===== config.mk =====
export PLATFORM = sky130hd
export DESIGN_NAME = cu_response_router
export DESIGN_NICKNAME = d
export VERILOG_FILES = /design/src/verilog/cu_bus_pkg.sv /design/src/verilog/cu_response_router.sv
export SDC_FILE = /design/constraint.sdc
export NUM_CORES = 2
export LEC_CHECK = 0
export BUFFER_PORTS_ARGS = -buffer_cell sky130_fd_sc_hd__buf_4
export CAP_MARGIN = 10
export CORE_AREA = 3 3 654 656
export DETAILED_ROUTE_END_ITERATION = 6
export DIE_AREA = 0 0 657 659
export SETUP_SLACK_MARGIN = 0.05
export SYNTH_ARGS = -nofsm -noshare
export SYNTH_HDL_FRONTEND = slang
export SYNTH_SLANG_ARGS = --single-unit

===== constraint.sdc =====
create_clock -name clock -period 1.6 [get_ports clock]
set_input_delay 0.48 -clock clock [delete_from_list [all_inputs] [get_ports clock]]
set_output_delay 0.48 -clock clock [all_outputs]
set_load 0.02 [all_outputs]

===== src/verilog/cu_bus_pkg.sv =====
/*
 * memory bus definitions for the compute unit shell
 * command, response and read data lines tagged with the issuing cu id
 */

package cu_bus_pkg;

	// compute unit id carried in every command tag
	typedef logic [7:0] cu_id_t;

	// traffic owned by the vertex job client
	localparam cu_id_t VERTEX_CONTROL_ID = 8'h01;

	localparam int ADDR_BITS = 64;
	localparam int DATA_BITS = 512;

	typedef logic [ADDR_BITS-1:0] addr_t;
	typedef logic [7:0]           tag_t;
	typedef logic [7:0]           size_t;
	typedef logic [7:0]           resp_code_t;

	typedef struct packed {
		cu_id_t cu_id;
		tag_t   tag;
	} cmd_tag_t;

	typedef struct packed {
		logic     valid;
		addr_t    address;
		size_t    size;
		cmd_tag_t cmd;
	} read_command_t;

	typedef struct packed {
		logic       valid;
		cmd_tag_t   cmd;
		resp_code_t response;
	} read_response_t;

	// one full cache line of read data
	typedef struct packed {
		logic                 valid;
		cmd_tag_t             cmd;
		logic [DATA_BITS-1:0] data;
	} read_data_t;

endpackage


===== src/verilog/cu_response_router.sv =====
/*
 * read response and read data router
 * latches each stream and steers items to the vertex job client or the
 * graph algorithm client by the cu id of the command tag
 */

`timescale 1ns/10ps

module cu_response_router (
	input  logic                       clock,
	input  logic                       rstn,
	input  logic                       enabled,
	input  cu_bus_pkg::read_response_t read_response_in,
	input  cu_bus_pkg::read_data_t     read_data_in,
	output cu_bus_pkg::read_response_t vertex_response,
	output cu_bus_pkg::read_response_t graph_response,
	output cu_bus_pkg::read_data_t     vertex_data,
	output cu_bus_pkg::read_data_t     graph_data
);

	import cu_bus_pkg::*;

	read_response_t response_latched;
	read_data_t     data_latched;

//////////////////////////////////////////////////////////////////////
// stage one latches the inputs
//////////////////////////////////////////////////////////////////////

	always_ff @(posedge clock or negedge rstn) begin
		if (!rstn) begin
			response_latched <= '0;
			data_latched     <= '0;
		end else if (enabled) begin
			response_latched <= read_response_in;
			data_latched     <= read_data_in;
		end
	end

//////////////////////////////////////////////////////////////////////
// stage two steers by cu id
//////////////////////////////////////////////////////////////////////

	always_ff @(posedge clock or negedge rstn) begin
		if (!rstn) begin
			vertex_response <= '0;
			graph_response  <= '0;
		end else begin
			vertex_response <= '0;
			graph_response  <= '0;
			if (enabled && response_latched.valid) begin
				if (response_latched.cmd.cu_id == VERTEX_CONTROL_ID)
					vertex_response <= response_latched;
				else
					graph_response <= response_latched;
			end
		end
	end

	always_ff @(posedge clock or negedge rstn) begin
		if (!rstn) begin
			vertex_data <= '0;
			graph_data  <= '0;
		end else begin
			vertex_data <= '0;
			graph_data  <= '0;
			if (enabled && data_latched.valid) begin
				if (data_latched.cmd.cu_id == VERTEX_CONTROL_ID)
					vertex_data <= data_latched;
				else
					graph_data <= data_latched;
			end
		end
	end

	// a client port never sees another client's item in the same cycle
	a_ports_exclusive: assert property (@(posedge clock) disable iff (!rstn)
		!(vertex_response.valid && graph_response.valid) &&
		!(vertex_data.valid && graph_data.valid));

endmodule


==> impl_metrics.env <==
export IMPL_die_x_um=657
export IMPL_gr_usage_all_layers_pct=17.80
export IMPL_netlist_area_sq_um=60860
export IMPL_fin_crit_sh_pct=128.3
export IMPL_post_dp_cell_area_sq_um=83340
export IMPL_io_pin_count=1665
export IMPL_ys_seq_elements=1662
export IMPL_synth_top_cells_by_area="dfrtp_1, mux2_2, nor3_2"
export IMPL_worstPathRequired_ns=1.12
export IMPL_wl_mm=410.7
export IMPL_avgViaCountPerCell=3.841
export IMPL_die_y_um=659
export IMPL_finalCriticalPeriod_ns=2.053
export IMPL_drc=0
export IMPL_path_clk_slew_ns=0.06
export IMPL_grt_max_degree=94
export IMPL_start_kind="register"
export IMPL_instances_no_fill=12830
export IMPL_intPower_mw=79.03
export IMPL_fin_nets=7535
export IMPL_final_cell_area_sq_um=106900
export IMPL_setup_violations=2147
export IMPL_ys_types=23
export IMPL_critPathSlowestCell="dfrtp_2"
export IMPL_dr_pass1_iters=5
export IMPL_p_sw_mw=29.81
export IMPL_grt_ovfl_total=0
export IMPL_postRouteAntennaNets=0
export IMPL_path_delay_family="flip-flops"
export IMPL_finalClockSkew_ns=0.08568
export IMPL_rsz0062_at_grt="yes"
export IMPL_clock_tree_root_cell="clkbuf_16"
export IMPL_placedCellCount=11680
export IMPL_worst_ir_drop_vdd_v=0.001179
export IMPL_power_frac_comb_pct=15.5
export IMPL_cts_sinks=1662
export IMPL_worstSetupPathType="reg2out"
export IMPL_dp_hpwl_mm=322.7
export IMPL_syn_inst=4283
export IMPL_grt_pass1_wl_mm=511.8
export IMPL_critPathBufInv=1
export IMPL_port_buffers=1664
export IMPL_cellLeakagePower_nw=48.02
export IMPL_power_share_clock_pct=42.4
export IMPL_cts_buffer_depth=4
export IMPL_synth_top_area_share_pct=68.34
export IMPL_fmax_mhz=487.1
export IMPL_violations="negative setup slack"
export IMPL_max_stage_delay_ns=0.48
export IMPL_cts_tree="built"
export IMPL_place_ws_ns=-0.3746
export IMPL_finalWorstSetupSlack_ns=-0.4529
export IMPL_slew_violations=0
export IMPL_grt_antenna_before_repair=115
export IMPL_worst_pin_slew_ns=0.5569
export IMPL_critPathArrivalTime_ns=1.57
export IMPL_drt_iter0_markers=3673
export IMPL_yosys_area_top_type="dfrtp_1"
export IMPL_dieArea_sq_um=433000
export IMPL_htreeDepth=4
export IMPL_maxCapViolations=0
export IMPL_seq_area_frac_synth_pct=68.34
export IMPL_cts_made_buffers=189
export IMPL_layout_common_cells="dfrtp_1, buf_6, buf_4"
export IMPL_clk_latency_ns=0.93
export IMPL_outcome="finished with violations"
export IMPL_swShare_pct=27.39
export IMPL_final_common_cell="dfrtp_1"
export IMPL_grt_pass1_vias=49810
export IMPL_start_util_pct=14.39
export IMPL_hold_viol=0
export IMPL_cp_max_fo=1
export IMPL_wl_per_cell_um=32.01
export IMPL_vias=49280
export IMPL_rows=239
export IMPL_hold_ws_ns=0.1622
export IMPL_gp_congestion=0.9137
export IMPL_cp_end_kind="output port"
export IMPL_yosysWarnings=0
export IMPL_p_per_area_nw_per_um2=1018
export IMPL_slew_headroom_pct=62.78
export IMPL_area_delta_synth_final_pct=75.67
export IMPL_min_path_type="in2async"
export IMPL_drive_gt1_share_pct=55.04
export IMPL_tns_ns=-566.44
export IMPL_seq_power_share_pct=42.1
export IMPL_crit_chain="buf_8"
export IMPL_syn_avg_cell_area_sq_um=14.21
export IMPL_core_area_sq_um=422800
==> synth_stat cells <==
library cell / instances
buf_1: 19
or4_1: 2
nor3_1: 62
and3_1: 14
nand2_1: 3
mux2_2: 553
dfrtp_1: 1662
nand3_1: 537
buf_2: 128
buf_4: 49
or4b_1: 2
nor3_2: 478
inv_1: 1
conb_1: 1
nor4_2: 1
a21oi_1: 539
clkbuf_1: 169
nor4_1: 1
a211oi_1: 1
o21ai_0: 1
nor4b_1: 1
nor4b_2: 1
buf_6: 58
==> what timing repair did <==
action / CTS / global route
pin swaps: 28 / 188
hold buffers: 555 / 0
endpoints found under the setup margin: 2145 / 2165
gates cloned: 60 / 67
buffers inserted: 51 / 62
resized for setup: 1338 / 544
endpoints found under the hold margin: 1312 / 0
==> cells by family after synthesis <==
| family | synth area share [%] |
|---|---|
| AOI/OAI and AO/OA | 4.453 |
| buffers and inverters | 3.896 |
| DFF | 68.34 |
| muxes | 10.23 |
| other | 0.006162 |
| and+or+nand+nor | 13.08 |
==> worst paths after layout <==
| path | from | endpoint | slack, ns | cells past startpoint |
|---|---|---|---|---|
| setup / recovery | vertex_data[459] | vertex_data[459] | -0.45 | 1 |
| hold / removal | rstn | data_latched[427] | 0.16 | 2 |
| setup reg to reg | data_latched[522] | vertex_data[375] | -0.40 | 7 |
| hold reg to reg | data_latched[62] | data_latched[62] | 0.50 | 1 |
| max in group asynchronous | rstn | graph_response[7] | 0.51 | 3 |
| min in group clock | enabled | graph_data[10] | 0.17 | 4 |
==> area by class of cell <==
class | instances | area (sq um)
tap | 5663 | 7086
clock inverter | 72 | 1109
clock buffer | 261 | 5391
fill | 43600 | 315900
timing repair buffer | 2914 | 32840
inverter | 1 | 3.754
multi-input combinational | 2210 | 18730
antenna | 46 | 115.1
sequential | 1662 | 41640
==> registers in the layout, indices dropped and copies added (netlist names) <==
register and cells:
graph_response 25, data_latched 529, response_latched 25, vertex_response 25, vertex_data 529, graph_data 529
==> through the flow <==
stage | util [%] | power, mW
global route | 25.26 | 112.5
global placement | 19.71 | 58.96
detailed placement | 19.71 | 59.09
finish | 25.29 | 108.8
floorplan | - | 51.48
CTS | 24.29 | 108.8
==> metal layers <==
layer  routed length [um]  GRT usage [%]  up-vias
met5                  417              0        -
met4                17350          6.065       62
met3                59410          10.97      639
met2               185200          28.14     2397
met1               148200          19.52    25600
li1                     -              -    20590
==> power by group through the flow <==
stage	clock, mW	sequential, mW	combinational [mW]
floorplan	0	47.0	4.44
global placement	0	46.3	12.7
detailed placement	0	46.3	12.8
CTS	47.2	45.8	15.8
global route	48.8	46.0	17.7
finish	46.2	45.8	16.8
(Power assumes the default switching activity.)
