File: src/verilog/cu_job_pkg.sv
/*
 * job level definitions for the compute unit shell
 * work descriptor, configuration words and the completion return value
 */

package cu_job_pkg;

	localparam int VERTEX_BITS = 32;
	localparam int EDGE_BITS   = 32;
	localparam int CONFIG_BITS = 64;

	typedef logic [VERTEX_BITS-1:0] vertex_count_t;
	typedef logic [EDGE_BITS-1:0]   edge_count_t;
	typedef logic [CONFIG_BITS-1:0] config_word_t;

	// work element descriptor
	typedef struct packed {
		logic          valid;
		vertex_count_t num_vertices;
		edge_count_t   num_edges;
	} wed_t;

	typedef struct packed {
		config_word_t var1;
		config_word_t var2;
	} cu_configure_t;

	// var1 holds the vertex total, var2 the edge total
	typedef struct packed {
		vertex_count_t var1;
		edge_count_t   var2;
	} cu_return_t;

endpackage

File: src/verilog/cu_config_latch.sv
/*
 * job context latch
 * registers the enable level, the work descriptor and the configuration,
 * and raises the unit enable once the unit is configured
 */

`timescale 1ns/10ps

module cu_config_latch (
	input  logic                      clock,
	input  logic                      rstn,
	input  logic                      enabled_in,
	input  cu_job_pkg::wed_t          wed_request_in,
	input  cu_job_pkg::cu_configure_t cu_configure,
	output logic                      enabled,
	output logic                      unit_enable,
	output cu_job_pkg::wed_t          wed_latched,
	output cu_job_pkg::config_word_t  cu_status
);

	import cu_job_pkg::*;

	config_word_t config_latched;

	always_ff @(posedge clock or negedge rstn) begin
		if (!rstn) begin
			enabled        <= 1'b0;
			unit_enable    <= 1'b0;
			wed_latched    <= '0;
			config_latched <= '0;
			cu_status      <= '0;
		end else begin
			enabled     <= enabled_in;
			unit_enable <= (|config_latched) && wed_latched.valid;
			if (enabled) begin
				wed_latched <= wed_request_in;
				cu_status   <= config_latched;
				// zero words are idle bus cycles, keep the last configuration
				if (|cu_configure.var1)
					config_latched <= cu_configure.var1;
			end
		end
	end

	// the unit only starts on a descriptor that was valid the cycle before
	a_enable_needs_wed: assert property (@(posedge clock) disable iff (!rstn)
		$rose(unit_enable) |-> $past(wed_latched.valid));

endmodule

File: config.mk
export PLATFORM = sky130hd
export DESIGN_NAME = cu_config_latch
export DESIGN_NICKNAME = d
export VERILOG_FILES = /design/src/verilog/cu_job_pkg.sv /design/src/verilog/cu_config_latch.sv
export SDC_FILE = /design/constraint.sdc
export NUM_CORES = 1
export LEC_CHECK = 0
export ABC_AREA = 1
export ABC_CLOCK_PERIOD_IN_PS = 1200
export BUFFER_PORTS_ARGS = -buffer_cell sky130_fd_sc_hd__buf_2
export CORE_MARGIN = 2
export CORE_UTILIZATION = 43
export DETAILED_ROUTE_END_ITERATION = 6
export MAX_ROUTING_LAYER = met4
export PLACE_DENSITY = 0.76
export SLEW_MARGIN = 10
export SYNTH_ARGS = -nofsm -noshare
export SYNTH_HDL_FRONTEND = slang
export SYNTH_SLANG_ARGS = --single-unit
File: constraint.sdc
create_clock -name clock -period 1.2 [get_ports clock]
set_input_delay 0.12 -clock clock [delete_from_list [all_inputs] [get_ports clock]]
set_output_delay 0.12 -clock clock [all_outputs]
set_load 0.005 [all_outputs]
==> results.md <==
Power:
- The switching power summed over all nets is between 0.004 and 0.005 W.
- The peak supply drop is 0.00101 V.
- The part of the total power dissipated in sequential elements is 46.4%.
- The relative contribution of the clock network to total power is 36.3%.
- The share of total power dissipated in combinational logic is 17.3%.
- The total power per unit cell area is 1360 nW/µm².
- For this design the static power due to leakage is between 6 and 7 nW.
- The net switching fraction of the power is about a quarter.
- The internal power of the cells totals 0.0124 W.

STA:
- Hold is met by 0.00872 ns.
- The worst setup margin is -0.139 ns.
- The final worst-path cycle share is 112%.
- The final sum of negative setup slack is -17.49 ns.
- The worst max-slew margin expressed relative to the limit is 70.3%.
- The worst-margin pin slew is 0.446 ns.
- The final period demand of the worst path is 1.34 ns.
- The total count of max-transition violations in the final report is 0.
- The largest clock skew in the final design is 0.0133 ns.
- The final count of hold timing violations is 0.
- Setup violations remaining at the end of the flow were counted as 194.
- Derived from the worst setup path, the maximum achievable clock frequency is 0.747 GHz.
- Setup repair after global routing could not meet its margin everywhere.

Clock network:
- The later pin in the worst-skew pair is clocked with a latency of 0.44 ns.
- The H-tree was split into 4 levels.
- The clock root buffer is sky130_fd_sc_hd__clkbuf_16.
- The number of clock buffers added by TritonCTS is 17.
- The clock transition time at the flip-flop clock pins of the worst setup and hold paths is around 0.080 ns.
- The clock drives about 200 sinks.
- Counting along the longest clock path gives a buffer depth of 2.
- TritonCTS built the clock tree.

Logic synthesis:
- By count the netlist is led by sky130_fd_sc_hd__dfrtp_1, sky130_fd_sc_hd__nand2_1, sky130_fd_sc_hd__mux2_2.
- The dominant synthesized flop cell is sky130_fd_sc_hd__dfrtp_1.
- Yosys instantiated no cell more often than sky130_fd_sc_hd__dfrtp_1.
- In the post-synthesis netlist, the biggest area contributors are sky130_fd_sc_hd__dfrtp_1, sky130_fd_sc_hd__mux2_2, sky130_fd_sc_hd__nand2_1, sky130_fd_sc_hd__nor2_1, sky130_fd_sc_hd__nand3_1.
- The cell type contributing the most total cell area after synthesis is sky130_fd_sc_hd__dfrtp_1.
- Sequential elements use 61.8% of the synthesized area.
- The cell area that synthesis handed to floorplanning was 7890 µm².
- In this run the biggest area consumer among cell types represents 61.8% of the synthesized area.
- The share of async-settable or async-resettable flops after synthesis is 100%.
- When the netlist entered floorplanning its net count stood at 866.
- Synthesis produced 670 cells.
- The number of synthesized flops with an enable pin is 0.
- The Yosys step of the flow raised 0 warnings.
- The netlist uses 16 different library cells.
- The average instance in the mapped netlist occupies 11.8 µm².
- The post-synthesis register bit count is 195.

Critical path:
- The worst setup path is captured at a register.
- The slowest cell on the critical path is sky130_fd_sc_hd__dfrtp_4.
- The worst reg2reg path depth is 6.
- At the worst endpoint, the required time is 1.57 ns.
- The critical register-to-register path endpoint is config_latched[6].
- For flop-to-flop paths, the worst setup slack is -0.14 ns.
- The worst setup path is launched from a register.
- The largest incremental delay on the critical path is 0.52 ns.
- The kind of critical path is reg -> reg.
- STA puts the critical path data arrival time at 1.71 ns.
- The start of the worst register-to-register path is enabled.
- Walking the worst path, the cells encountered are buf_12, buf_12, nand2_8, clkbuf_16, nand2_1, nand2_1.
- The worst-path maximum fanout is 8.

Layout:
- The final non-filler cell total is about 1400.
- The finished cells cover 12200 µm².
- The post-route netlist has 50.8% of its cells at a drive strength greater than 1.
- The filler cells instantiated in the layout total approximately 1300.
- The register area is 4880 µm².
- The layout overhead on the synthesized area is 54.5%.
- The number of antenna diodes in the final layout is 0.
- The area of combinational cells with multiple inputs is 2880 µm².
- The total number of nets in the final design is 1316.

Route:
- The first detailed-routing pass ran for 4 iterations.
- The number of nets with antenna violations after detailed routing is 0.
- The average wire per standard cell is 16.9 µm.
- The remaining design rule violation count is 0.
- In this run, the number of DRC markers left after iteration 0 of detailed routing was just under 300.
- After detailed routing, the total wire length is 23000 µm.
- The final route contains 6765 vias.
- The routed via count divided by cell count is about 5.0.

Floorplanning:
- The core region is roughly 18000 µm².
- The initial core utilization is ~44%.
- The chip height is 139 µm.
- The floorplan has 49 rows.
- The top-level I/O count is 327.
- Measured along the x axis, the die boundary spans roughly 140 µm.
- The floorplan step defined a die boundary enclosing around 19000 µm².

Global routing:
- The first global-routing pass estimated between 30000 and 40000 µm of wire.
- The initial antenna violation count is 0.
- Entering global routing, the biggest net connects 49 pins.
- Global routing used 22.9% of the available tracks across all layers.
- The number of global-route vias before repair is just under 7000.
- The residual overflow from global routing is 0.

Place:
- The global placement routability congestion is 0.795.
- Before CTS, the worst setup slack after placement is -0.304 ns.
- The instance area at placement is roughly 10000 µm².
- The count of buffers added on input and output ports is 262.
- The half-perimeter wire length after placement is 14300 µm.
- The instance count after placement with tap cells included is 1223.

Min path:
- The startpoint identified for the worst hold timing path is cu_configure[120].
- Along the worst hold path, the cell count comes to 4.
- The class of the worst hold path is in -> reg.
- The path with the worst hold slack has its endpoint at config_latched[56].

Outcome:
- The final reports fail on negative setup slack.
- The flow ran to the end, but the final reports show violations.

Job:
- Across the run, the number of max-cap violations was 0.
critical path, delay by kind of cell, from the launching register on:
family | cells | cell delay (ns)
buffers and inverters | 3 | 0.51
and+or+nand+nor | 3 | 0.24
DFF | 1 | 0.52
worst max-delay path by stage:
stage	from	to	slack [ns]	depth (start not counted)
after floorplan	enabled	wed_latched[0]	0.006	4
after global placement	cu_configure[87]	config_latched[61]	-0.27	12
after detailed placement	cu_configure[87]	config_latched[59]	-0.30	12
after CTS	enabled	wed_latched[57]	-0.13	3
after global routing	enabled	config_latched[6]	-0.18	6
final	enabled	config_latched[6]	-0.14	6
power groups by stage:
stage	Clock (W)	Combinational (W)	Sequential [W]
after floorplan	0	0.000973	0.00780
after global placement	0	0.00232	0.00778
after detailed placement	0	0.00239	0.00781
after CTS	0.00615	0.00269	0.00768
after global routing	0.00643	0.00313	0.00779
final	0.00603	0.00288	0.00771
stage by stage:
step / util, % / total power (W)
3_3_place_gp: 56.3 / 0.0101
2_1_floorplan: - / 0.00877
4_1_cts: 65.5 / 0.0165
5_1_grt: 67.9 / 0.0173
3_5_place_dp: 56.3 / 0.0102
6_report: 67.9 / 0.0166
placed cells by master, fill, tap and decap left out, types with 5 or more instances in the layout:
cell,netlist,layout
sky130_fd_sc_hd__mux2_2,128,127
sky130_fd_sc_hd__dlygate4sd3_1,0,90
sky130_fd_sc_hd__nand3_2,7,9
sky130_fd_sc_hd__buf_4,1,79
sky130_fd_sc_hd__buf_6,13,8
sky130_fd_sc_hd__nor2_1,78,75
sky130_fd_sc_hd__buf_16,0,5
sky130_fd_sc_hd__buf_12,0,11
sky130_fd_sc_hd__buf_2,21,260
sky130_fd_sc_hd__nand3_1,57,55
sky130_fd_sc_hd__dfrtp_1,195,194
sky130_fd_sc_hd__nand2_2,1,18
sky130_fd_sc_hd__nand2_1,159,137
sky130_fd_sc_hd__nand2_4,1,6
sky130_fd_sc_hd__clkbuf_16,0,26
repair_timing:
item | in CTS | in global routing
setup buffers | 2 | 3
endpoints found under the hold margin | 189 | 0
gates cloned | 1 | 11
hold buffers | 90 | 0
pin swaps | 3 | 3
setup endpoints to repair | 190 | 193
gates resized for setup | 17 | 45
logic make-up after synthesis:
| kind of cell | synth area share, % |
|---|---|
| mux | 18.3 |
| flops | 61.8 |
| compound gates | 0.127 |
| buf+inv | 3.33 |
| simple gates | 16.4 |
flip-flops by register name, indices dropped and copies added (netlist names):
register	flops
wed_latched	65
config_latched	64
cu_status	64
enabled	1
unit_enable	1
layout make-up:
cell class / instances / share of cell area (%)
flip-flops and latches: 195 / 40.1
repair buffers: 465 / 28.8
multi-input cells: 440 / 23.6
clock buffers: 19 / 3.71
well taps: 229 / 2.35
clock inverters: 13 / 1.43
inverters: 1 / 0.0308
per-layer routing:
layer	track usage, %	vias up	wire (µm)
met1	28.0	3331	9300
met5	-	-	0
met2	38.5	241	11900
met3	3.82	57	1100
li1	-	3136	-
met4	8.72	0	711
(Power assumes the default switching activity.)
