## config.mk

```make
export PLATFORM = sky130hd
export DESIGN_NAME = cu_done_tracker
export DESIGN_NICKNAME = d
export VERILOG_FILES = /design/src/verilog/cu_job_pkg.sv /design/src/verilog/cu_done_tracker.sv
export SDC_FILE = /design/constraint.sdc
export NUM_CORES = 1
export LEC_CHECK = 0
export BUFFER_PORTS_ARGS = -buffer_cell sky130_fd_sc_hd__buf_2
export CORE_UTILIZATION = 52
export CTS_BUF_LIST = sky130_fd_sc_hd__clkbuf_8
export DETAILED_ROUTE_END_ITERATION = 8
export PLACE_DENSITY = 0.77
export SLEW_MARGIN = 30
export SYNTH_ARGS = -nofsm -noshare
export SYNTH_HDL_FRONTEND = slang
export SYNTH_SLANG_ARGS = --single-unit
```

## constraint.sdc

```tcl
create_clock -name clock -period 2.6 [get_ports clock]
set_clock_uncertainty 0.05 [all_clocks]
set_input_delay 0.13 -clock clock [delete_from_list [all_inputs] [get_ports clock]]
set_output_delay 0.13 -clock clock [all_outputs]
set_load 0.005 [all_outputs]
```

## src/verilog/cu_job_pkg.sv

```systemverilog
/*
 * job level definitions for the compute unit shell
 * work descriptor, configuration words and the completion return value
 */

package cu_job_pkg;

	localparam int VERTEX_BITS = 32;
	localparam int EDGE_BITS   = 32;
	localparam int CONFIG_BITS = 64;

	typedef logic [VERTEX_BITS-1:0] vertex_count_t;
	typedef logic [EDGE_BITS-1:0]   edge_count_t;
	typedef logic [CONFIG_BITS-1:0] config_word_t;

	// work element descriptor
	typedef struct packed {
		logic          valid;
		vertex_count_t num_vertices;
		edge_count_t   num_edges;
	} wed_t;

	typedef struct packed {
		config_word_t var1;
		config_word_t var2;
	} cu_configure_t;

	// var1 holds the vertex total, var2 the edge total
	typedef struct packed {
		vertex_count_t var1;
		edge_count_t   var2;
	} cu_return_t;

endpackage

```

## src/verilog/cu_done_tracker.sv

```systemverilog
/*
 * completion tracker
 * totals the processed and filtered vertex counts, compares vertex and
 * edge totals with the descriptor and raises cu_done with the return value
 */

`timescale 1ns/10ps

module cu_done_tracker (
	input  logic                      clock,
	input  logic                      rstn,
	input  logic                      enabled,
	input  logic                      unit_enable,
	input  cu_job_pkg::wed_t          wed_latched,
	input  cu_job_pkg::vertex_count_t vertex_done_count,
	input  cu_job_pkg::vertex_count_t vertex_filtered_count,
	input  cu_job_pkg::edge_count_t   edge_done_count,
	output logic                      cu_done,
	output cu_job_pkg::cu_return_t    cu_return
);

	import cu_job_pkg::*;

	vertex_count_t vertex_done_latched;
	vertex_count_t vertex_total;
	edge_count_t   edge_done_latched;
	edge_count_t   edge_total;
	cu_return_t    return_stage;
	logic          counts_match;

	always_ff @(posedge clock or negedge rstn) begin
		if (!rstn) begin
			vertex_done_latched <= '0;
			vertex_total        <= '0;
			edge_done_latched   <= '0;
			edge_total          <= '0;
			cu_return           <= '0;
		end else if (enabled) begin
			vertex_done_latched <= vertex_done_count;
			edge_done_latched   <= edge_done_count;
			// edges take an extra stage to line up with the vertex sum
			vertex_total        <= vertex_done_latched + vertex_filtered_count;
			edge_total          <= edge_done_latched;
			cu_return           <= return_stage;
		end
	end

	// compare stage, then the done flag
	always_ff @(posedge clock or negedge rstn) begin
		if (!rstn) begin
			return_stage <= '0;
			counts_match <= 1'b0;
			cu_done      <= 1'b0;
		end else begin
			if (unit_enable) begin
				return_stage.var1 <= vertex_total;
				return_stage.var2 <= edge_total;
			end
			counts_match <= unit_enable &&
				(wed_latched.num_vertices == vertex_total) &&
				(wed_latched.num_edges == edge_total);
			cu_done      <= counts_match && unit_enable;
		end
	end

	a_done_needs_unit: assert property (@(posedge clock) disable iff (!rstn)
		!unit_enable |=> !cu_done);

endmodule

```

==> results of run 1 <==
-- registers in the layout (all words and copies together) (netlist names) --
name / flops
edge_total: 32
cu_return: 64
edge_done_latched: 32
cu_done: 1
vertex_done_latched: 32
return_stage: 64
vertex_total: 32
counts_match: 1
-- worst max-delay path by stage --
stage	cells past startpoint	slack, ps	endpoint
global route	10	-100	vertex_total[30]
global placement	10	-110	vertex_total[30]
detailed placement	10	-210	vertex_total[30]
CTS	11	0.2	vertex_total[17]
floorplan	9	50	vertex_total[30]
finish	10	-30	vertex_total[18]
-- worst max-delay path: stages, from the launching register on --
cell,delay (ps)
dfrtp_1,410
ha_4,180
fa_2,420
a21oi_4,190
nor2_4,70
nor3_4,210
o31ai_2,80
a21oi_2,320
o21ai_0,150
xor2_1,150
mux2_2,260
-- cells in the mapped netlist, drive strengths merged, types with 13 or more instances --
cell / number
dfrtp: 258
mux2: 245
xnor2: 59
clkbuf: 39
a21oi: 31
ha: 31
nor2: 25
o21ai: 22
xor2: 22
nand2: 20
nand4: 20
inv: 18
a21o: 13
-- area by class of cell --
class	count	area share
timing repair buffer	360	0.155
inverter	18	0.00434
clock buffer	54	0.0477
sequential	258	0.414
tap	280	0.0225
antenna	6	0.000964
multi-input combinational	574	0.350
clock inverter	17	0.00522
-- cells by family (layout without fill, tap and decap cells) --
logic type               after synthesis  count (layout)  synth area share
AO/OA/AOI/OAI                        113             113            0.0653
XOR/XNOR                              81              81            0.0596
adder cells (fa/ha/maj)               32              32            0.0343
buffers and inverters                 60             449            0.0205
flip-flops                           258             258             0.543
multiplexers                         246             246             0.233
other                                  0               6                 0
AND/OR/NAND/NOR                      102             102            0.0451
-- power by group through the flow --
stage	logic, uW	registers [uW]	clock network (uW)
6_report	3150	5640	3450
5_1_grt	3420	5770	3710
4_1_cts	3030	5630	3530
3_5_place_dp	2880	5700	0
3_3_place_gp	2810	5630	0
2_1_floorplan	1760	5510	0
-- per-layer routing --
layer  share of wire  vias to the layer above  track usage
met5          0.0014                        -            0
met4           0.026                        6       0.0904
met3           0.058                       62       0.0604
met2            0.49                      248        0.424
met1            0.43                     4252        0.344
li1                -                     3961            -
-- stage by stage --
step                power, uW  TNS (ps)  hold slack (ps)
global route            12900      -589             42.6
global placement         8440      -293             73.4
CTS                     12200         0             16.2
finish                  12200     -55.2             68.0
floorplan                7260         0             -216
detailed placement       8580     -1270             72.7
-- timing repair --
action | 4_1_cts | 5_1_grt
setup endpoints to repair | 13 | 16
pin swaps | 3 | 22
gates resized for setup | 7 | 41
cloned | 0 | 0
hold endpoints to repair | 185 | 0
buffers inserted | 1 | 8
hold buffers | 82 | 0
==> key figures, run 1 <==
STA
  • Final Worst Setup Slack: -25.5 ps
  • Hold Fails Final Rpt: 0
  • Max-slew violation count: 0
  • Least-Margin Pin Slew: around 750 ps
  • F_max: around 380 MHz
  • Setup violations, final: 4
  • Final min period: 2630 ps
  • Part of the cycle the worst path needs: 1.01
  • RSZ-0062 raised after global routing: yes
  • Relative slew slack: 0.501

Floorplanning
  • Die width: 153 um
  • Die Y: 153 um
  • Initial core utilization: 0.537
  • Core ar.: between 20000 and 25000 um^2
  • I/O pin count: 230
  • # rows: 54
  • Die Area: ~23000 um^2

Final layout
  • Synthesis-to-finish area growth: 30.9%
  • Fin cells: 1567
  • Final Util: 0.703
  • Layout Nets: 1452
  • Commonest non-fill, non-tap cell in the layout: dfrtp_1
  • Final Cell Area: 15600 um^2
  • Share of layout cells above drive strength 1: 0.493
  • Commonest non-fill, non-tap cells in the layout: 258 x dfrtp_1, 244 x mux2_2, 225 x buf_2, 82 x dlygate4sd3_1, 59 x xnor2_1
  • Area taken by multi-input logic gates: about 5500 um^2
  • Fillers: between 1500 and 2000
  • Register area: between 6000 and 7000 um^2

Power
  • Clock share of power: 0.282
  • Pwr/cell area: roughly 800 nW/um^2
  • Switch share: 0.297
  • P_int: ~8600 uW
  • Leakage: between 0.006 and 0.007 uW
  • Sequential power share: 0.460
  • Max IR drop VDD: 0.460 mV
  • Combinational fraction of design power: 0.258
  • P_sw: 3640 uW

Logic synthesis
  • YS warnings: 0
  • Post-Syn Instances: 892
  • Syn_area_per_cell: approximately 13 um^2
  • Synth Cell Area: ~12000 um^2
  • Top cell type by total area after synthesis: dfrtp_1
  • Register area share after synthesis: 0.543
  • Synth async-reset ratio: 1.00
  • EDFF count, synth: 0
  • Main area contributors after synthesis: dfrtp_1 54%, mux2_2 23%, xnor2_1 4.3%, ha_1 3.3%, xor2_1 1.6%
  • Syn Nets: about 1100
  • Unique masters post-synth: 58
  • Main flop type after synthesis: dfrtp_1
  • #FFs+latches synth: ~260
  • Synth top area share: 0.543

Status
  • Status: finished, violations left
  • Violated checks: setup timing

Placement
  • I/O Buffers: about 230
  • Placed insts: roughly 1400
  • Sum of net half-perimeters after detailed placement: ~21000 um
  • Placed cell area: 13600 um^2
  • Pre-CTS worst setup slack: -207 ps
  • Final Wtd Congestion: between 0.8 and 0.9

Clocking
  • CTS tree: built
  • Clock-pin slew on the worst setup and hold paths: about 60 ps
  • Clock root buffer: clkbuf_8
  • Clock Sink Count: ~260
  • Clock Tree Buf Depth: 3
  • Clk Latency, worst-skew pair: between 500 and 600 ps
  • H-tree Lvls: 2
  • CTS Buf Count: 43

Drt
  • Iteration-0 DRC Markers: approximately 380
  • Routed WL per cell: ~19 um
  • Antenna Violating Nets Remaining: 0
  • DR vias: around 8500
  • Via-to-Cell Ratio: 5.44
  • Post-route DRC: 0
  • Detailed Routing Iterations Pass 1: 4
  • Post-Route WL: around 30000 um

Worst hold path
  • Worst hold path depth: 2
  • Hold Path Sink: return_stage[37]
  • Hold path start: unit_enable
  • Tightest Hold Check Type: input pin to flip-flop

Worst setup path
  • FF-to-FF path depth: 10
  • CP Max Fanout: 4
  • Reg-to-Reg Start: vertex_done_latched[0]
  • CP Class: flip-flop to flip-flop
  • R2R Setup Slk: -30 ps
  • CP Launch Type: flip-flop
  • CP Data Required Time: around 3000 ps
  • Crit. End Element: flip-flop
  • CP Launch Point: vertex_done_latched[0]
  • Worst endpoint data arrival time: 2990 ps
  • R2R Path End: vertex_total[18]

Global routing
  • Initial antenna violation count: 7
  • Global-route wire length before repair: about 48000 um
  • GRT Total Usage: 0.261
  • Number of global-route vias before repair: roughly 9000
  • Largest net degree at the start of global routing: 89
  • Congestion Overflow GR: 0

Flow run
  • Max cap viols: 0
No activity file was read; power rests on OpenSTA's default activity.
==> run 2: changes to the inputs <==
==> constraint.sdc (replaced) <==
create_clock -name clock -period 2.6 [get_ports clock]
set_clock_uncertainty 0.05 [all_clocks]
set_input_delay 0.52 -clock clock [delete_from_list [all_inputs] [get_ports clock]]
set_output_delay 0.52 -clock clock [all_outputs]
set_load 0.005 [all_outputs]
==> run 2 against run 1 <==
  * The flow now finishes without violations
  * Fmax up 1.1%
  * Utilization down 2.0 points
  * Global-route usage fell by 1.2 points
  * First-iteration DRC count grew 10%
  * Sequential share of layout area is 1.2 points higher
  * Worst hold slack improved by 100 ps
  * Non-clock buffer count down 31
  * Via count fell by 1.6%
==> key figures, run 2 (synthesis gave the netlist of run 1 again) <==
Power
  • Pwr/cell area: 795 nW/um^2 (+1.2%)
  • P_sw: 3570 uW (-2.0%)
  • Switch share: 0.296 (-0.000956)
  • P_int: 8480 uW (-1.6%)
  • Leakage: 0.00693 uW (-0.93%)
  • Combinational fraction of design power: 0.261 (+0.003)
  • Sequential power share: 0.468 (+0.008)
  • Clock share of power: 0.270 (-0.012)
  • Total power: 12000 uW (-1.7%)
  • Max IR drop VDD: 0.425 mV (-7.5%)

Placement
  • Final Wtd Congestion: 0.897 (+4.9%)
  • I/O Buffers: 228 (unchanged)
  • Sum of net half-perimeters after detailed placement: 20900 um (+0.93%)
  • Placed cell area: 14000 um^2 (+3.1%)

Clocking
  • Clock Tree Buf Depth: 3 (unchanged)
  • Clk Latency, worst-skew pair: 530 ps (about the same)
  • CTS Buf Count: 43 (unchanged)
  • Clock-pin slew on the worst setup and hold paths: 60 ps (about the same)
  • Clock Sink Count: 258 (unchanged)
  • H-tree Lvls: 2 (unchanged)
  • CTS tree: built
  • Clock root buffer: clkbuf_8

Drt
  • Routed WL per cell: 18.9 um (-2.7%)
  • Detailed Routing Iterations Pass 1: 7 (+3)
  • Post-Route WL: 28900 um (-4.7%)
  • Iteration-0 DRC Markers: 417 (+10%)
  • Antenna Violating Nets Remaining: 0 (unchanged)
  • Via-to-Cell Ratio: 5.47 (+0.49%)
  • DR vias: 8396 (-1.6%)
  • Post-route DRC: 0 (unchanged)

Floorplanning
  • Die width: 153 um (unchanged)
  • I/O pin count: 230 (unchanged)
  • Die Area: 23500 um^2 (unchanged)
  • Initial core utilization: 0.537 (unchanged)
  • Core ar.: 22200 um^2 (unchanged)
  • Die Y: 153 um (unchanged)
  • # rows: 54 (unchanged)

STA
  • RSZ-0062 raised after global routing: yes
  • F_max: 385 MHz (+1.1%)
  • Max-slew violation count: 0 (unchanged)
  • Final min period: 2600 ps (-29.0 ps)
  • Least-Margin Pin Slew: 649 ps (-100 ps)
  • Part of the cycle the worst path needs: 0.999 (-0.0111)
  • Hold Fails Final Rpt: 0 (unchanged)
  • Setup violations, final: 0 (-4)
  • Setup TNS: 0 ps (+55.2 ps)
  • Hold slack: 169 ps (+101 ps)
  • Relative slew slack: 0.568 (+0.0668)

Global routing
  • Global-route wire length before repair: 45600 um (-4.4%)
  • Met1 Track Usage GR: 0.329 (-0.0149)
  • Gr busiest metal: met2
  • Number of global-route vias before repair: 8679 (-3.4%)
  • Congestion Overflow GR: 0 (unchanged)
  • Initial antenna violation count: 8 (+1)
  • Largest net degree at the start of global routing: 74 (-17%)
  • Met2 global-route usage: 0.412 (-0.0124)
  • Met3 GRT Util: 0.0488 (-0.0116)
  • GRT Total Usage: 0.249 (-0.0115)

Final layout
  • Commonest non-fill, non-tap cell in the layout: dfrtp_1
  • Commonest non-fill, non-tap cells in the layout: 258 x dfrtp_1, 244 x mux2_2, 225 x buf_2, 94 x buf_4, 59 x xnor2_1
  • Area taken by multi-input logic gates: 5480 um^2 (+0.46%)
  • Final Util: 0.683 (-0.0198)
  • Register area: 6460 um^2 (unchanged)
  • Synthesis-to-finish area growth: 27.2%
  • Layout Nets: 1421 (-2.1%)
  • Final Cell Area: 15100 um^2 (-2.8%)
  • Share of layout cells above drive strength 1: 0.542 (+0.0490)
  • Top flop regs: cu_return x64, return_stage x64
  • Fillers: 1630 (+6.7%)

Worst setup path
  • CP Launch Type: flip-flop
  • Crit. End Element: flip-flop
  • CP Data Required Time: 2950 ps (-20 ps)
  • CP Max Fanout: 3 (-1)
  • Worst endpoint data arrival time: 2950 ps (-40 ps)
  • CP Class: flip-flop to flip-flop

Worst hold path
  • Tightest Hold Check Type: input pin to flip-flop

Status
  • Status: finished, final reports clean

Flow run
  • Max cap viols: 0 (unchanged)
[run 2: cell types whose count changed in the layout (fill, tap and decap cells not counted), moves of 2 or more]
cell,previous run,this run
dlygate4sd3_1,82,1
buf_4,47,94
inv_1,27,35
clkbuf_8,55,50
o21ai_1,6,2
clkinv_2,6,3
buf_12,4,6
ha_4,8,10
o21ai_0,16,18
o21ai_2,0,2
[run 2: what timing repair did]
action	4_1_cts	5_1_grt
setup buffers	0	9
resized for setup	8	37
pin swaps	2	25
hold buffers	1	0
setup endpoints to repair	8	16
endpoints found under the hold margin	56	0
[run 2: cell type report]
| type | instances | share of cell area |
|---|---|---|
| Sequential cell | 258 | 0.426 |
| Multi-Input combinational cell | 574 | 0.362 |
| Timing Repair Buffer | 329 | 0.132 |
| Clock buffer | 49 | 0.0445 |
| Tap cell | 280 | 0.0231 |
| Clock inverter | 22 | 0.00636 |
| Inverter | 18 | 0.00446 |
| Antenna cell | 5 | 0.000826 |
[run 2: worst paths after layout]
check | startpoint | end | slack, ps | cells past startpoint
setup / recovery | vertex_done_latched[0] | vertex_total[31] | 3 | 11
hold / removal | vertex_done_count[4] | vertex_done_latched[4] | 170 | 2
setup reg to reg | vertex_done_latched[0] | vertex_total[31] | 3 | 11
hold reg to reg | counts_match | cu_done | 410 | 1
max in group asynchronous | rstn | edge_total[21] | 1330 | 3
min in group asynchronous | rstn | vertex_done_latched[30] | 480 | 2
[run 2: power by group through the flow]
stage | clock, uW | sequential (uW) | combinational, uW
3_3_place_gp | 0 | 5650 | 2940
6_report | 3260 | 5640 | 3140
3_5_place_dp | 0 | 5700 | 3010
4_1_cts | 3340 | 5640 | 3050
2_1_floorplan | 0 | 5510 | 1760
5_1_grt | 3510 | 5770 | 3430
[run 2: worst max-delay path, stage by stage (launching register included)]
cell	delay [ps]
dfrtp_1	420
ha_4	190
buf_4	130
a211oi_2	240
o211ai_1	180
a31oi_2	260
buf_4	160
nor2_4	50
a221o_1	350
a31oi_2	210
xnor2_1	150
a21oi_1	80
[run 2: per-layer routing]
| layer | wire [um] | vias to the layer above |
|---|---|---|
| met4 | 765 | 6 |
| met2 | 14000 | 251 |
| met1 | 12500 | 4196 |
| met3 | 1640 | 54 |
| met5 | 35 | - |
| li1 | - | 3889 |
[run 2: metrics by stage]
| step | cells | setup slack, ps |
|---|---|---|
| 2_1_floorplan | 892 | -15.8 |
| 3_3_place_gp | 1449 | -279 |
| 3_5_place_dp | 1449 | -308 |
| 4_1_cts | 1521 | 5.91 |
| 5_1_grt | 1534 | -116 |
| 6_report | 1535 | 3.44 |
