## config.mk

```make
export PLATFORM = sky130hd
export DESIGN_NAME = cu_read_arbiter
export DESIGN_NICKNAME = d
export VERILOG_FILES = /design/src/verilog/cu_bus_pkg.sv /design/src/verilog/cu_read_arbiter.sv
export SDC_FILE = /design/constraint.sdc
export NUM_CORES = 1
export LEC_CHECK = 0
export BUFFER_PORTS_ARGS = -buffer_cell sky130_fd_sc_hd__buf_2
export CAP_MARGIN = 20
export CORE_ASPECT_RATIO = 0.8
export CORE_MARGIN = 2
export CORE_UTILIZATION = 44
export CTS_BUF_LIST = sky130_fd_sc_hd__clkbuf_2 sky130_fd_sc_hd__clkbuf_4 sky130_fd_sc_hd__clkbuf_8
export CTS_CLUSTER_DIAMETER = 30
export CTS_CLUSTER_SIZE = 28
export DETAILED_ROUTE_END_ITERATION = 8
export PLACE_DENSITY = 0.83
export SYNTH_ARGS = -nofsm -noshare
export SYNTH_HDL_FRONTEND = slang
export SYNTH_SLANG_ARGS = --single-unit
```

## constraint.sdc

```tcl
create_clock -name clock -period 1.75 [get_ports clock]
set_input_delay 0.35 -clock clock [delete_from_list [all_inputs] [get_ports clock]]
set_output_delay 0.35 -clock clock [all_outputs]
set_load 0.005 [all_outputs]
```

## src/verilog/cu_bus_pkg.sv

```systemverilog
/*
 * memory bus definitions for the compute unit shell
 * command, response and read data lines tagged with the issuing cu id
 */

package cu_bus_pkg;

	// compute unit id carried in every command tag
	typedef logic [7:0] cu_id_t;

	// traffic owned by the vertex job client
	localparam cu_id_t VERTEX_CONTROL_ID = 8'h01;

	localparam int ADDR_BITS = 64;
	localparam int DATA_BITS = 512;

	typedef logic [ADDR_BITS-1:0] addr_t;
	typedef logic [7:0]           tag_t;
	typedef logic [7:0]           size_t;
	typedef logic [7:0]           resp_code_t;

	typedef struct packed {
		cu_id_t cu_id;
		tag_t   tag;
	} cmd_tag_t;

	typedef struct packed {
		logic     valid;
		addr_t    address;
		size_t    size;
		cmd_tag_t cmd;
	} read_command_t;

	typedef struct packed {
		logic       valid;
		cmd_tag_t   cmd;
		resp_code_t response;
	} read_response_t;

	// one full cache line of read data
	typedef struct packed {
		logic                 valid;
		cmd_tag_t             cmd;
		logic [DATA_BITS-1:0] data;
	} read_data_t;

endpackage

```

## src/verilog/cu_read_arbiter.sv

```systemverilog
/*
 * read command arbiter
 * round robin merge of the vertex job and graph algorithm read commands
 * toward memory, with a registered command output
 */

`timescale 1ns/10ps

module cu_read_arbiter (
	input  logic                      clock,
	input  logic                      rstn,
	input  logic                      unit_enable,
	input  cu_bus_pkg::read_command_t vertex_command,
	input  cu_bus_pkg::read_command_t graph_command,
	output logic                      vertex_grant,
	output logic                      graph_grant,
	output cu_bus_pkg::read_command_t read_command_out
);

	import cu_bus_pkg::*;

	// client that wins a tie next
	typedef enum logic {
		PRIO_VERTEX,
		PRIO_GRAPH
	} prio_t;

	prio_t         prio;
	read_command_t next_command;

	// grant in the same cycle as the request
	assign vertex_grant = unit_enable && vertex_command.valid &&
		(!graph_command.valid || prio == PRIO_VERTEX);
	assign graph_grant  = unit_enable && graph_command.valid &&
		(!vertex_command.valid || prio == PRIO_GRAPH);

	always_comb begin
		next_command = '0;
		if (vertex_grant)
			next_command = vertex_command;
		else if (graph_grant)
			next_command = graph_command;
	end

	always_ff @(posedge clock or negedge rstn) begin
		if (!rstn) begin
			prio             <= PRIO_VERTEX;
			read_command_out <= '0;
		end else begin
			read_command_out <= next_command;
			// the loser of this round wins the next tie
			if (vertex_grant)
				prio <= PRIO_GRAPH;
			else if (graph_grant)
				prio <= PRIO_VERTEX;
		end
	end

	a_one_grant: assert property (@(posedge clock) disable iff (!rstn)
		!(vertex_grant && graph_grant) &&
		(!vertex_grant || vertex_command.valid) &&
		(!graph_grant || graph_command.valid));

endmodule

```

==> results of run 1 <==
[how the worst max path moves through the flow]
stage | cells after the start | slack [ns] | startpoint | to
after detailed placement | 4 | 0.20 | unit_enable | read_command_out[62]
final | 3 | 0.15 | prio | vertex_grant
after global placement | 4 | 0.31 | unit_enable | read_command_out[17]
after global routing | 3 | 0.08 | prio | vertex_grant
after CTS | 3 | 0.13 | prio | vertex_grant
after floorplan | 5 | 0.37 | prio | vertex_grant
[power by group through the flow]
stage	logic, mW	clock network, mW	registers [mW]
after floorplan	0.537	0	2.35
after global placement	1.02	0	2.32
after detailed placement	1.05	0	2.33
after CTS	1.05	1.67	2.29
after global routing	1.14	1.78	2.30
final	1.04	1.62	2.29
[kinds of logic (layout without fill, tap and decap cells)]
kind of cell | count (synthesis) | count (layout) | share of synthesized area, %
compound gates | 90 | 90 | 22.25
buf+inv | 51 | 297 | 8.118
flops | 90 | 90 | 53.33
simple gates | 182 | 182 | 16.30
[routing by layer]
metal | wire [µm] | part of all wire [%] | vias to the layer above
li1 | - | - | 1950
met1 | 4863 | 39 | 1953
met2 | 6386 | 51 | 205
met3 | 855 | 6.9 | 33
met4 | 313 | 2.5 | 0
met5 | 0 | 0 | -
[cell usage after synthesis]
cell,instances,area share [%]
nand2_1,177,16
dfrtp_1,90,53
o32ai_1,68,14
buf_2,25,3.0
o32ai_2,20,7.7
buf_6,14,3.7
clkbuf_1,6,0.53
buf_4,4,0.71
nor2_1,3,0.27
a21bo_1,1,0.24
a22o_1,1,0.21
inv_1,1,0.089
inv_2,1,0.089
nor2_2,1,0.15
nor2b_1,1,0.15
[state kept, by name, summed over array words and instances, names as in the netlist]
signal            flops
prio                  1
read_command_out     89
[stage by stage]
step / setup slack, ns / cells / area [µm²]
6_report: 0.1489 / 774 / 5804
5_1_grt: 0.08049 / 774 / 5804
4_1_cts: 0.1277 / 774 / 5804
2_1_floorplan: 0.3731 / 413 / 4223
3_3_place_gp: 0.3118 / 758 / 5567
3_5_place_dp: 0.1977 / 758 / 5567
[final cells by class]
cell class | count | area, µm² | share of cell area (%)
clock buffer | 12 | 165.2 | 2.845
clock inverter | 4 | 72.57 | 1.250
inverter | 2 | 7.507 | 0.1293
multi-input combinational | 272 | 1642 | 28.28
sequential | 90 | 2252 | 38.80
tap | 115 | 143.9 | 2.479
timing repair buffer | 279 | 1521 | 26.21
[placed cells by master, fill, tap and decap left out, drive strengths merged]
| cell | Yosys | layout |
|---|---|---|
| buf | 43 | 279 |
| nand2 | 177 | 177 |
| dfrtp | 90 | 90 |
| o32ai | 88 | 88 |
| clkbuf | 6 | 12 |
| nor2 | 4 | 4 |
| bufinv | 0 | 2 |
| inv | 2 | 2 |
| nor2b | 1 | 1 |
| a21bo | 1 | 1 |
| a22o | 1 | 1 |
| clkinv | 0 | 1 |
| clkinvlp | 0 | 1 |
==> results.ini, run 1 <==
[timing]
slew_viol_final = 0
hold_violations = 0
slew-limit-headroom_pct = 66.78
tns_ns = 0
rsz0062_at_grt = no
fmax_mhz = 624.6
skew_ns = 0.003974
period_needed_ns = 1.601
hold_ws_ns = 0.02441
setup_viol = 0
tightest_slew_ns = 0.4983
final.period_utilization_pct = 91.49

[layout]
n_fill_cell = 772
syn2layout_area_growth_pct = 37.45
nNetsFinal = 835
fin_util_pct = 63.14
drive_above_1_share_pct = 48.41
antenna_cells = 0

[global_routing]
grt_pass1_vias = 4020
grtUsageTotal_pct = 23.14
grt_antenna_before_repair = 0
grt_pass1_wl_um = 19160
overflow = 0
grt.busiest_layer = met2
use_met3_pct = 5.155
globalRouteMet1Util_pct = 28.45
grt_max_degree = 91
grt_util_met2_pct = 39.72

[worst_setup_path]
r2r_start = prio
cp_top_family = flip-flops
r2r_end = read_command_out[62]
worstPathRequired_ns = 1.40
r2r_slack_ns = 0.51
rr_worst_depth = 3
cp.arrival_ns = 1.25
slowest_delay_ns = 0.44
path_cells = a21bo_4, nor2_2, buf_2
critPathSlowestCell = dfrtp_1
worst-setup-path-type = reg2out
cp-start-kind = flip-flop
path_max_fanout = 3
worst_setup_path_end_kind = output pin
timing.critical_path.buf_inv = 1

[floorplan]
die_y_um = 91.62
die_w_um = 113.5
initial_utilization_pct = 45.94
io_pins = 272
rows = 31
die-area_mm2 = 0.01040
coreArea_mm2 = 0.009193

[job]
cap_viol_max_count = 0

[route]
drtIter0Drc = 371
drcViolationCount = 0
vias_per_cell = 5.350
drt_wl_total_um = 12420
vias = 4141
wire_per_inst_um = 16.05
dr.pass1.iters = 5
detail-route-antenna-nets = 0

[clocking]
clock_latency_ns = 0.35
cts_buffer_depth = 2
cts.sinks = 90
path_clk_slew_ns = 0.08
htreeDepth = 3
cts-root-buf = clkbuf_8
cts_setup_buffers = 0
cts_tree = done
post_cts_resized = 0
numCtsBuffers = 9
cts_hold_buffers = 0

[synthesis]
postSynthAreaPerCell_um2 = 10.22
yosys_warnings = 0
seq_area_frac_synth_pct = 53.33
syn-cell-area_mm2 = 0.004223
synth_nets = 594
synth.distinct_cells = 15
ys_seq_elements = 90
synthCells = 413

[power_and_ir_drop]
switchingPower_mw = 1.323
intPower_mw = 3.630
cellPowerDensity_mw_per_mm2 = 853.4
power.leakage_nw = 3.090
power.total_mw = 4.953
p_sw_share_pct = 26.71
p_seq_share_pct = 46.1
clockPowerShare_pct = 32.8
combPwrFrac_pct = 21.1
peakVddDrop_v = 0.0004977

[run_status]
status = completed

[place]
gp_congestion = 0.8399
place_hpwl_um = 8719
port-buffer-count = 271

[min_path]
hp-class = in2async

Power figures use the tool's default switching activity.
==> run 2, diff against run 1 <==
--- a/config.mk
+++ b/config.mk
@@ -14,7 +14,7 @@
 export CTS_CLUSTER_DIAMETER = 30
 export CTS_CLUSTER_SIZE = 28
 export DETAILED_ROUTE_END_ITERATION = 8
-export PLACE_DENSITY = 0.83
+export PLACE_DENSITY = 0.79
 export SYNTH_ARGS = -nofsm -noshare
 export SYNTH_HDL_FRONTEND = slang
 export SYNTH_SLANG_ARGS = --single-unit
==> run 2 against run 1 <==
- total power down 4.0%
- clock skew increased by 0.0080 ns
- via count shrank 0.53%
- setup slack improved by 0.020 ns
- sequential share of layout area is 0.42 points higher
- critical path type unchanged
- largest power group unchanged
- highest routed layer unchanged
==> results.ini, run 2 (synthesis results as in run 1) <==
[route]
dr.pass1.iters = 5  ; unchanged
wire_per_inst_um = 16.33  ; +1.8%
drt_wl_total_um = 12670  ; +2.0%
vias_per_cell = 5.308  ; -0.79%
detail-route-antenna-nets = 0  ; unchanged
drcViolationCount = 0  ; unchanged
drtIter0Drc = 322  ; -13%
vias = 4119  ; -0.53%

[timing]
slew-limit-headroom_pct = 67.51  ; +0.74 points
hold_violations = 0  ; unchanged
final.period_utilization_pct = 90.36  ; -1.1 points
rsz0062_at_grt = no
tightest_slew_ns = 0.4873  ; -0.01103 ns
tns_ns = 0  ; unchanged
skew_ns = 0.01197  ; +0.007999 ns
setup_viol = 0  ; unchanged
slew_viol_final = 0  ; unchanged
fmax_mhz = 632.4  ; +1.3%
period_needed_ns = 1.581  ; -0.01978 ns

[worst_setup_path]
cp.arrival_ns = 1.23  ; -0.02 ns
path_max_fanout = 3  ; unchanged
r2r_end = read_command_out[15]
worst-setup-path-type = reg2out
rr_worst_depth = 3  ; unchanged
cp-start-kind = flip-flop
r2r_slack_ns = 0.38  ; -0.13 ns
worstPathRequired_ns = 1.40  ; about the same
r2r_start = prio
worst_setup_path_end_kind = output pin

[layout]
syn2layout_area_growth_pct = 35.97
nNetsFinal = 837  ; +0.24%
stdcell_count = 776  ; +0.26%
antenna_cells = 0  ; unchanged
fin_util_pct = 62.46  ; -0.68 points
multi_input_area_mm2 = 0.001642  ; unchanged
reg.largest.list = read_command_out x89, prio x1
largest_register = read_command_out
n_fill_cell = 804  ; +4.1%
final_cell_mix = 269 x buf_2, 177 x nand2_1, 90 x dfrtp_1
seqCellArea_mm2 = 0.002252  ; unchanged
largest_register_ff_count = 89  ; unchanged
final_common_cell = buf_2
final_area_mm2 = 0.005742  ; -1.1%
drive_above_1_share_pct = 48.56  ; +0.16 points

[run_status]
status = completed

[place]
dpl.cell_count = 760  ; +0.26%
port-buffer-count = 271  ; unchanged
place_hpwl_um = 8882  ; +1.9%
post_dp_cell_area_mm2 = 0.005544  ; -0.40%
gp_congestion = 0.8384  ; -0.18%

[clocking]
cts_tree = done
numCtsBuffers = 9  ; unchanged
path_clk_slew_ns = 0.10  ; +0.02 ns
cts.sinks = 90  ; unchanged
cts_buffer_depth = 2  ; unchanged
post_cts_resized = 0  ; unchanged
cts_setup_buffers = 0  ; unchanged
htreeDepth = 3  ; unchanged
cts_hold_buffers = 0  ; unchanged
cts-root-buf = clkbuf_8
clock_latency_ns = 0.35  ; about the same

[power_and_ir_drop]
combPwrFrac_pct = 21.5  ; +0.4 points
cellPowerDensity_mw_per_mm2 = 828.1  ; -3.0%
peakVddDrop_v = 0.0004324  ; -13%
switchingPower_mw = 1.388  ; +4.9%
power.leakage_nw = 3.069  ; -0.68%
p_seq_share_pct = 48.1  ; +2.0 points
p_sw_share_pct = 29.20  ; +2.5 points
clockPowerShare_pct = 30.4  ; -2.4 points
intPower_mw = 3.366  ; -7.3%

[job]
cap_viol_max_count = 0  ; unchanged

[global_routing]
grt_antenna_before_repair = 0  ; unchanged
grtUsageTotal_pct = 23.54  ; +0.40 points
grt_pass1_vias = 3906  ; -2.8%
grt_max_degree = 102  ; +12%
overflow = 0  ; unchanged
grt_pass1_wl_um = 19470  ; +1.6%

[floorplan]
rows = 31  ; unchanged
die-area_mm2 = 0.01040  ; unchanged
coreArea_mm2 = 0.009193  ; unchanged
die_w_um = 113.5  ; unchanged
io_pins = 272  ; unchanged
initial_utilization_pct = 45.94  ; unchanged
die_y_um = 91.62  ; unchanged

[min_path]
hp-class = in2async

-- run 2: cell count changes in the layout (fill, tap and decap cells not counted), sizes merged --
| cell | before | now |
|---|---|---|
| clkbuf | 12 | 9 |
| inv | 2 | 5 |
| buf | 279 | 281 |
| bufinv | 2 | 1 |
| clkinv | 1 | 2 |
-- run 2: worst max-delay path: stages (launching register included) --
cell and delay, ns:
dfrtp_1 0.44, a21bo_4 0.26, nor2_2 0.08, buf_2 0.11
-- run 2: routing by layer --
layer | up-vias | global-route usage, % | part of all wire, %
met1 | 1951 | 28.11 | 38
li1 | 1953 | - | -
met3 | 18 | 5.420 | 7.1
met2 | 197 | 42.12 | 53
met4 | 0 | 7.520 | 1.9
met5 | - | 0 | 0
-- run 2: worst max-delay path by stage --
stage / start / endpoint / slack [ns] / depth (start not counted)
finish: prio / vertex_grant / 0.17 / 3
global route: prio / vertex_grant / 0.09 / 3
CTS: prio / vertex_grant / 0.14 / 3
detailed placement: vertex_command[88] / read_command_out[15] / 0.31 / 4
global placement: vertex_command[88] / read_command_out[32] / 0.39 / 4
floorplan: prio / vertex_grant / 0.37 / 5
-- run 2: layout make-up --
type | instances | area share, %
repair buffers | 281 | 26.11
clock buffers | 9 | 2.157
flip-flops and latches | 90 | 39.22
inverters | 2 | 0.1307
well taps | 115 | 2.506
clock inverters | 7 | 1.286
multi-input cells | 272 | 28.59
-- run 2: metrics by stage --
stage / setup slack [ns] / total power, mW / hold slack (ns)
after floorplan: 0.3731 / 2.885 / 0.05441
after global placement: 0.3879 / 3.329 / 0.4267
after detailed placement: 0.3121 / 3.361 / 0.4371
after CTS: 0.1383 / 4.812 / 0.03551
after global routing: 0.09355 / 4.998 / 0.04450
final: 0.1686 / 4.755 / 0.01683
-- run 2: power groups by stage --
stage                     Combinational [mW]  Sequential (mW)  Clock [mW]
after floorplan                        0.537             2.35           0
after global placement                  1.00             2.32           0
after detailed placement                1.03             2.33           0
after CTS                               1.03             2.29        1.49
after global routing                    1.12             2.30        1.57
final                                   1.02             2.29        1.44
==> run 3, diff against run 2 <==
--- a/config.mk
+++ b/config.mk
@@ -7,14 +7,16 @@
 export LEC_CHECK = 0
 export BUFFER_PORTS_ARGS = -buffer_cell sky130_fd_sc_hd__buf_2
 export CAP_MARGIN = 20
+export CELL_PAD_IN_SITES_DETAIL_PLACEMENT = 0
+export CELL_PAD_IN_SITES_GLOBAL_PLACEMENT = 2
 export CORE_ASPECT_RATIO = 0.8
 export CORE_MARGIN = 2
-export CORE_UTILIZATION = 44
+export CORE_UTILIZATION = 24
 export CTS_BUF_LIST = sky130_fd_sc_hd__clkbuf_2 sky130_fd_sc_hd__clkbuf_4 sky130_fd_sc_hd__clkbuf_8
 export CTS_CLUSTER_DIAMETER = 30
 export CTS_CLUSTER_SIZE = 28
 export DETAILED_ROUTE_END_ITERATION = 8
-export PLACE_DENSITY = 0.79
+export PLACE_DENSITY = 0.78
 export SYNTH_ARGS = -nofsm -noshare
 export SYNTH_HDL_FRONTEND = slang
 export SYNTH_SLANG_ARGS = --single-unit
==> run 3 against run 2 <==
- register-to-register slack lost 0.02 ns
- clock-buffer cell count up 1
- via count is 1.1% lower
- clock power is 6% lower
- critical path depth unchanged
- combinational power is 4% higher
- hold slack worse by 0.0014 ns
- final area grew 3.0%
- wire length grew 9.7%
- final cell count rose by 14%
- critical path type unchanged
- largest cell class unchanged
- non-clock buffer count did not move
==> results.ini, run 3 (synthesis results as in run 1) <==
[clocking]
numCtsBuffers = 9  ; unchanged
cts_hold_buffers = 0  ; unchanged
clock_latency_ns = 0.37  ; +0.02 ns
cts.sinks = 90  ; unchanged
htreeDepth = 3  ; unchanged
post_cts_resized = 0  ; unchanged
cts_setup_buffers = 0  ; unchanged
path_clk_slew_ns = 0.09  ; about the same
cts-root-buf = clkbuf_8
cts_tree = done
cts_buffer_depth = 2  ; unchanged

[timing]
fmax_mhz = 617.3  ; -2.4%
setup_viol = 0  ; unchanged
tightest_slew_ns = 0.5194  ; +0.03214 ns
final.period_utilization_pct = 92.57  ; +2.2 points
period_needed_ns = 1.620  ; +0.03864 ns
rsz0062_at_grt = no
skew_ns = 0.008206  ; -0.003766 ns
hold_violations = 0  ; unchanged
hold_ws_ns = 0.01539  ; -0.001437 ns
slew_viol_final = 0  ; unchanged
slew-limit-headroom_pct = 65.37  ; -2.1 points
tns_ns = 0  ; unchanged

[power_and_ir_drop]
p_seq_share_pct = 48.7  ; +0.6 points
clockPowerShare_pct = 28.7  ; -1.7 points
switchingPower_mw = 1.420  ; +2.3%
cellPowerDensity_mw_per_mm2 = 793.0  ; -4.2%
peakVddDrop_v = 0.0003590  ; -17%
power.leakage_nw = 3.073  ; +0.13%
intPower_mw = 3.270  ; -2.9%
combPwrFrac_pct = 22.5  ; +1.0 points
p_sw_share_pct = 30.28  ; +1.1 points

[layout]
largest_register_ff_count = 89  ; unchanged
multi_input_area_mm2 = 0.001642  ; unchanged
n_fill_cell = 1806  ; +120%
final_cell_mix = 269 x buf_2, 177 x nand2_1, 90 x dfrtp_1
drive_above_1_share_pct = 48.56  ; unchanged
antenna_cells = 0  ; unchanged
reg.largest.list = read_command_out x89, prio x1
largest_register = read_command_out
seqCellArea_mm2 = 0.002252  ; unchanged
syn2layout_area_growth_pct = 40.03
final_common_cell = buf_2
nNetsFinal = 837  ; unchanged

[min_path]
hp-class = in2async

[floorplan]
coreArea_mm2 = 0.01727  ; +88%
die_w_um = 152.3  ; +34%
io_pins = 272  ; unchanged
rows = 43  ; +39%
initial_utilization_pct = 24.45  ; -21 points
die-area_mm2 = 0.01868  ; +80%
die_y_um = 122.6  ; +34%

[route]
vias_per_cell = 4.599  ; -13%
dr.pass1.iters = 5  ; unchanged
detail-route-antenna-nets = 0  ; unchanged
wire_per_inst_um = 15.70  ; -3.9%
vias = 4075  ; -1.1%
drcViolationCount = 0  ; unchanged
drtIter0Drc = 148  ; -54%
drt_wl_total_um = 13910  ; +9.7%

[worst_setup_path]
worstPathRequired_ns = 1.40  ; about the same
critPathSlowestCell = dfrtp_1
cp-start-kind = flip-flop
cp.arrival_ns = 1.27  ; +0.04 ns
worst_setup_path_end_kind = output pin
path_cells = a21bo_4, nor2_2, buf_2
path_depth = 3  ; unchanged
slowest_delay_ns = 0.44  ; about the same
worst-setup-path-type = reg2out
r2r_end = read_command_out[40]
critical_path.startpoint = prio
r2r_slack_ns = 0.36  ; -0.02 ns
path_max_fanout = 3  ; unchanged
timing.critical_path.buf_inv = 1  ; unchanged
cp_top_family = flip-flops
crit_end = vertex_grant
r2r_start = prio
rr_worst_depth = 3  ; unchanged

[global_routing]
grt_pass1_vias = 4093  ; +4.8%
grt_pass1_wl_um = 21380  ; +9.8%
overflow = 0  ; unchanged
grt_antenna_before_repair = 1  ; +1
grtUsageTotal_pct = 14.46  ; -9.1 points
grt_max_degree = 91  ; -11%

[job]
cap_viol_max_count = 0  ; unchanged

[place]
gp_congestion = 0.7439  ; -11%
port-buffer-count = 271  ; unchanged
place_hpwl_um = 9660  ; +8.8%

[run_status]
status = completed

-- run 3: worst min-delay path by stage --
stage | slack, ns | start | end
finish | 0.02 | rstn | read_command_out[40]
global route | 0.05 | rstn | read_command_out[50]
CTS | 0.03 | rstn | read_command_out[40]
detailed placement | 0.45 | rstn | read_command_out[40]
global placement | 0.44 | rstn | read_command_out[56]
floorplan | 0.05 | rstn | prio
-- run 3: stage by stage --
stage / utilization [%] / area [µm²] / setup WS (ns) / power (mW) / std cells
final: 34.24 / 5913 / 0.1300 / 4.689 / 886
after global routing: 34.24 / 5913 / 0.05947 / 4.978 / 886
after CTS: 34.24 / 5913 / 0.08864 / 4.802 / 886
after detailed placement: 33.20 / 5733 / 0.3027 / 3.402 / 870
after global placement: 33.20 / 5733 / 0.3379 / 3.394 / 870
after floorplan: - / 4223 / 0.3731 / 2.885 / 413
-- run 3: power groups by stage --
stage | Clock, mW | Sequential (mW) | Combinational [mW]
after floorplan | 0 | 2.35 | 0.537
after CTS | 1.44 | 2.29 | 1.08
after global placement | 0 | 2.33 | 1.07
final | 1.35 | 2.29 | 1.06
after global routing | 1.51 | 2.30 | 1.17
after detailed placement | 0 | 2.33 | 1.07
-- run 3: cell type report --
| type | instances | area share, % |
|---|---|---|
| Timing Repair Buffer | 281 | 26.20 |
| Tap cell | 225 | 4.761 |
| Sequential cell | 90 | 38.09 |
| Clock buffer | 10 | 2.328 |
| Multi-Input combinational cell | 272 | 27.76 |
| Clock inverter | 6 | 0.7194 |
| Inverter | 2 | 0.1481 |
-- run 3: metal layers --
layer	global-route usage [%]	vias to the layer above	share of wire (%)
met2	24.38	181	48
met1	17.31	1931	42
met4	4.965	0	1.8
met3	5.120	15	8.6
met5	0	-	0
li1	-	1948	-
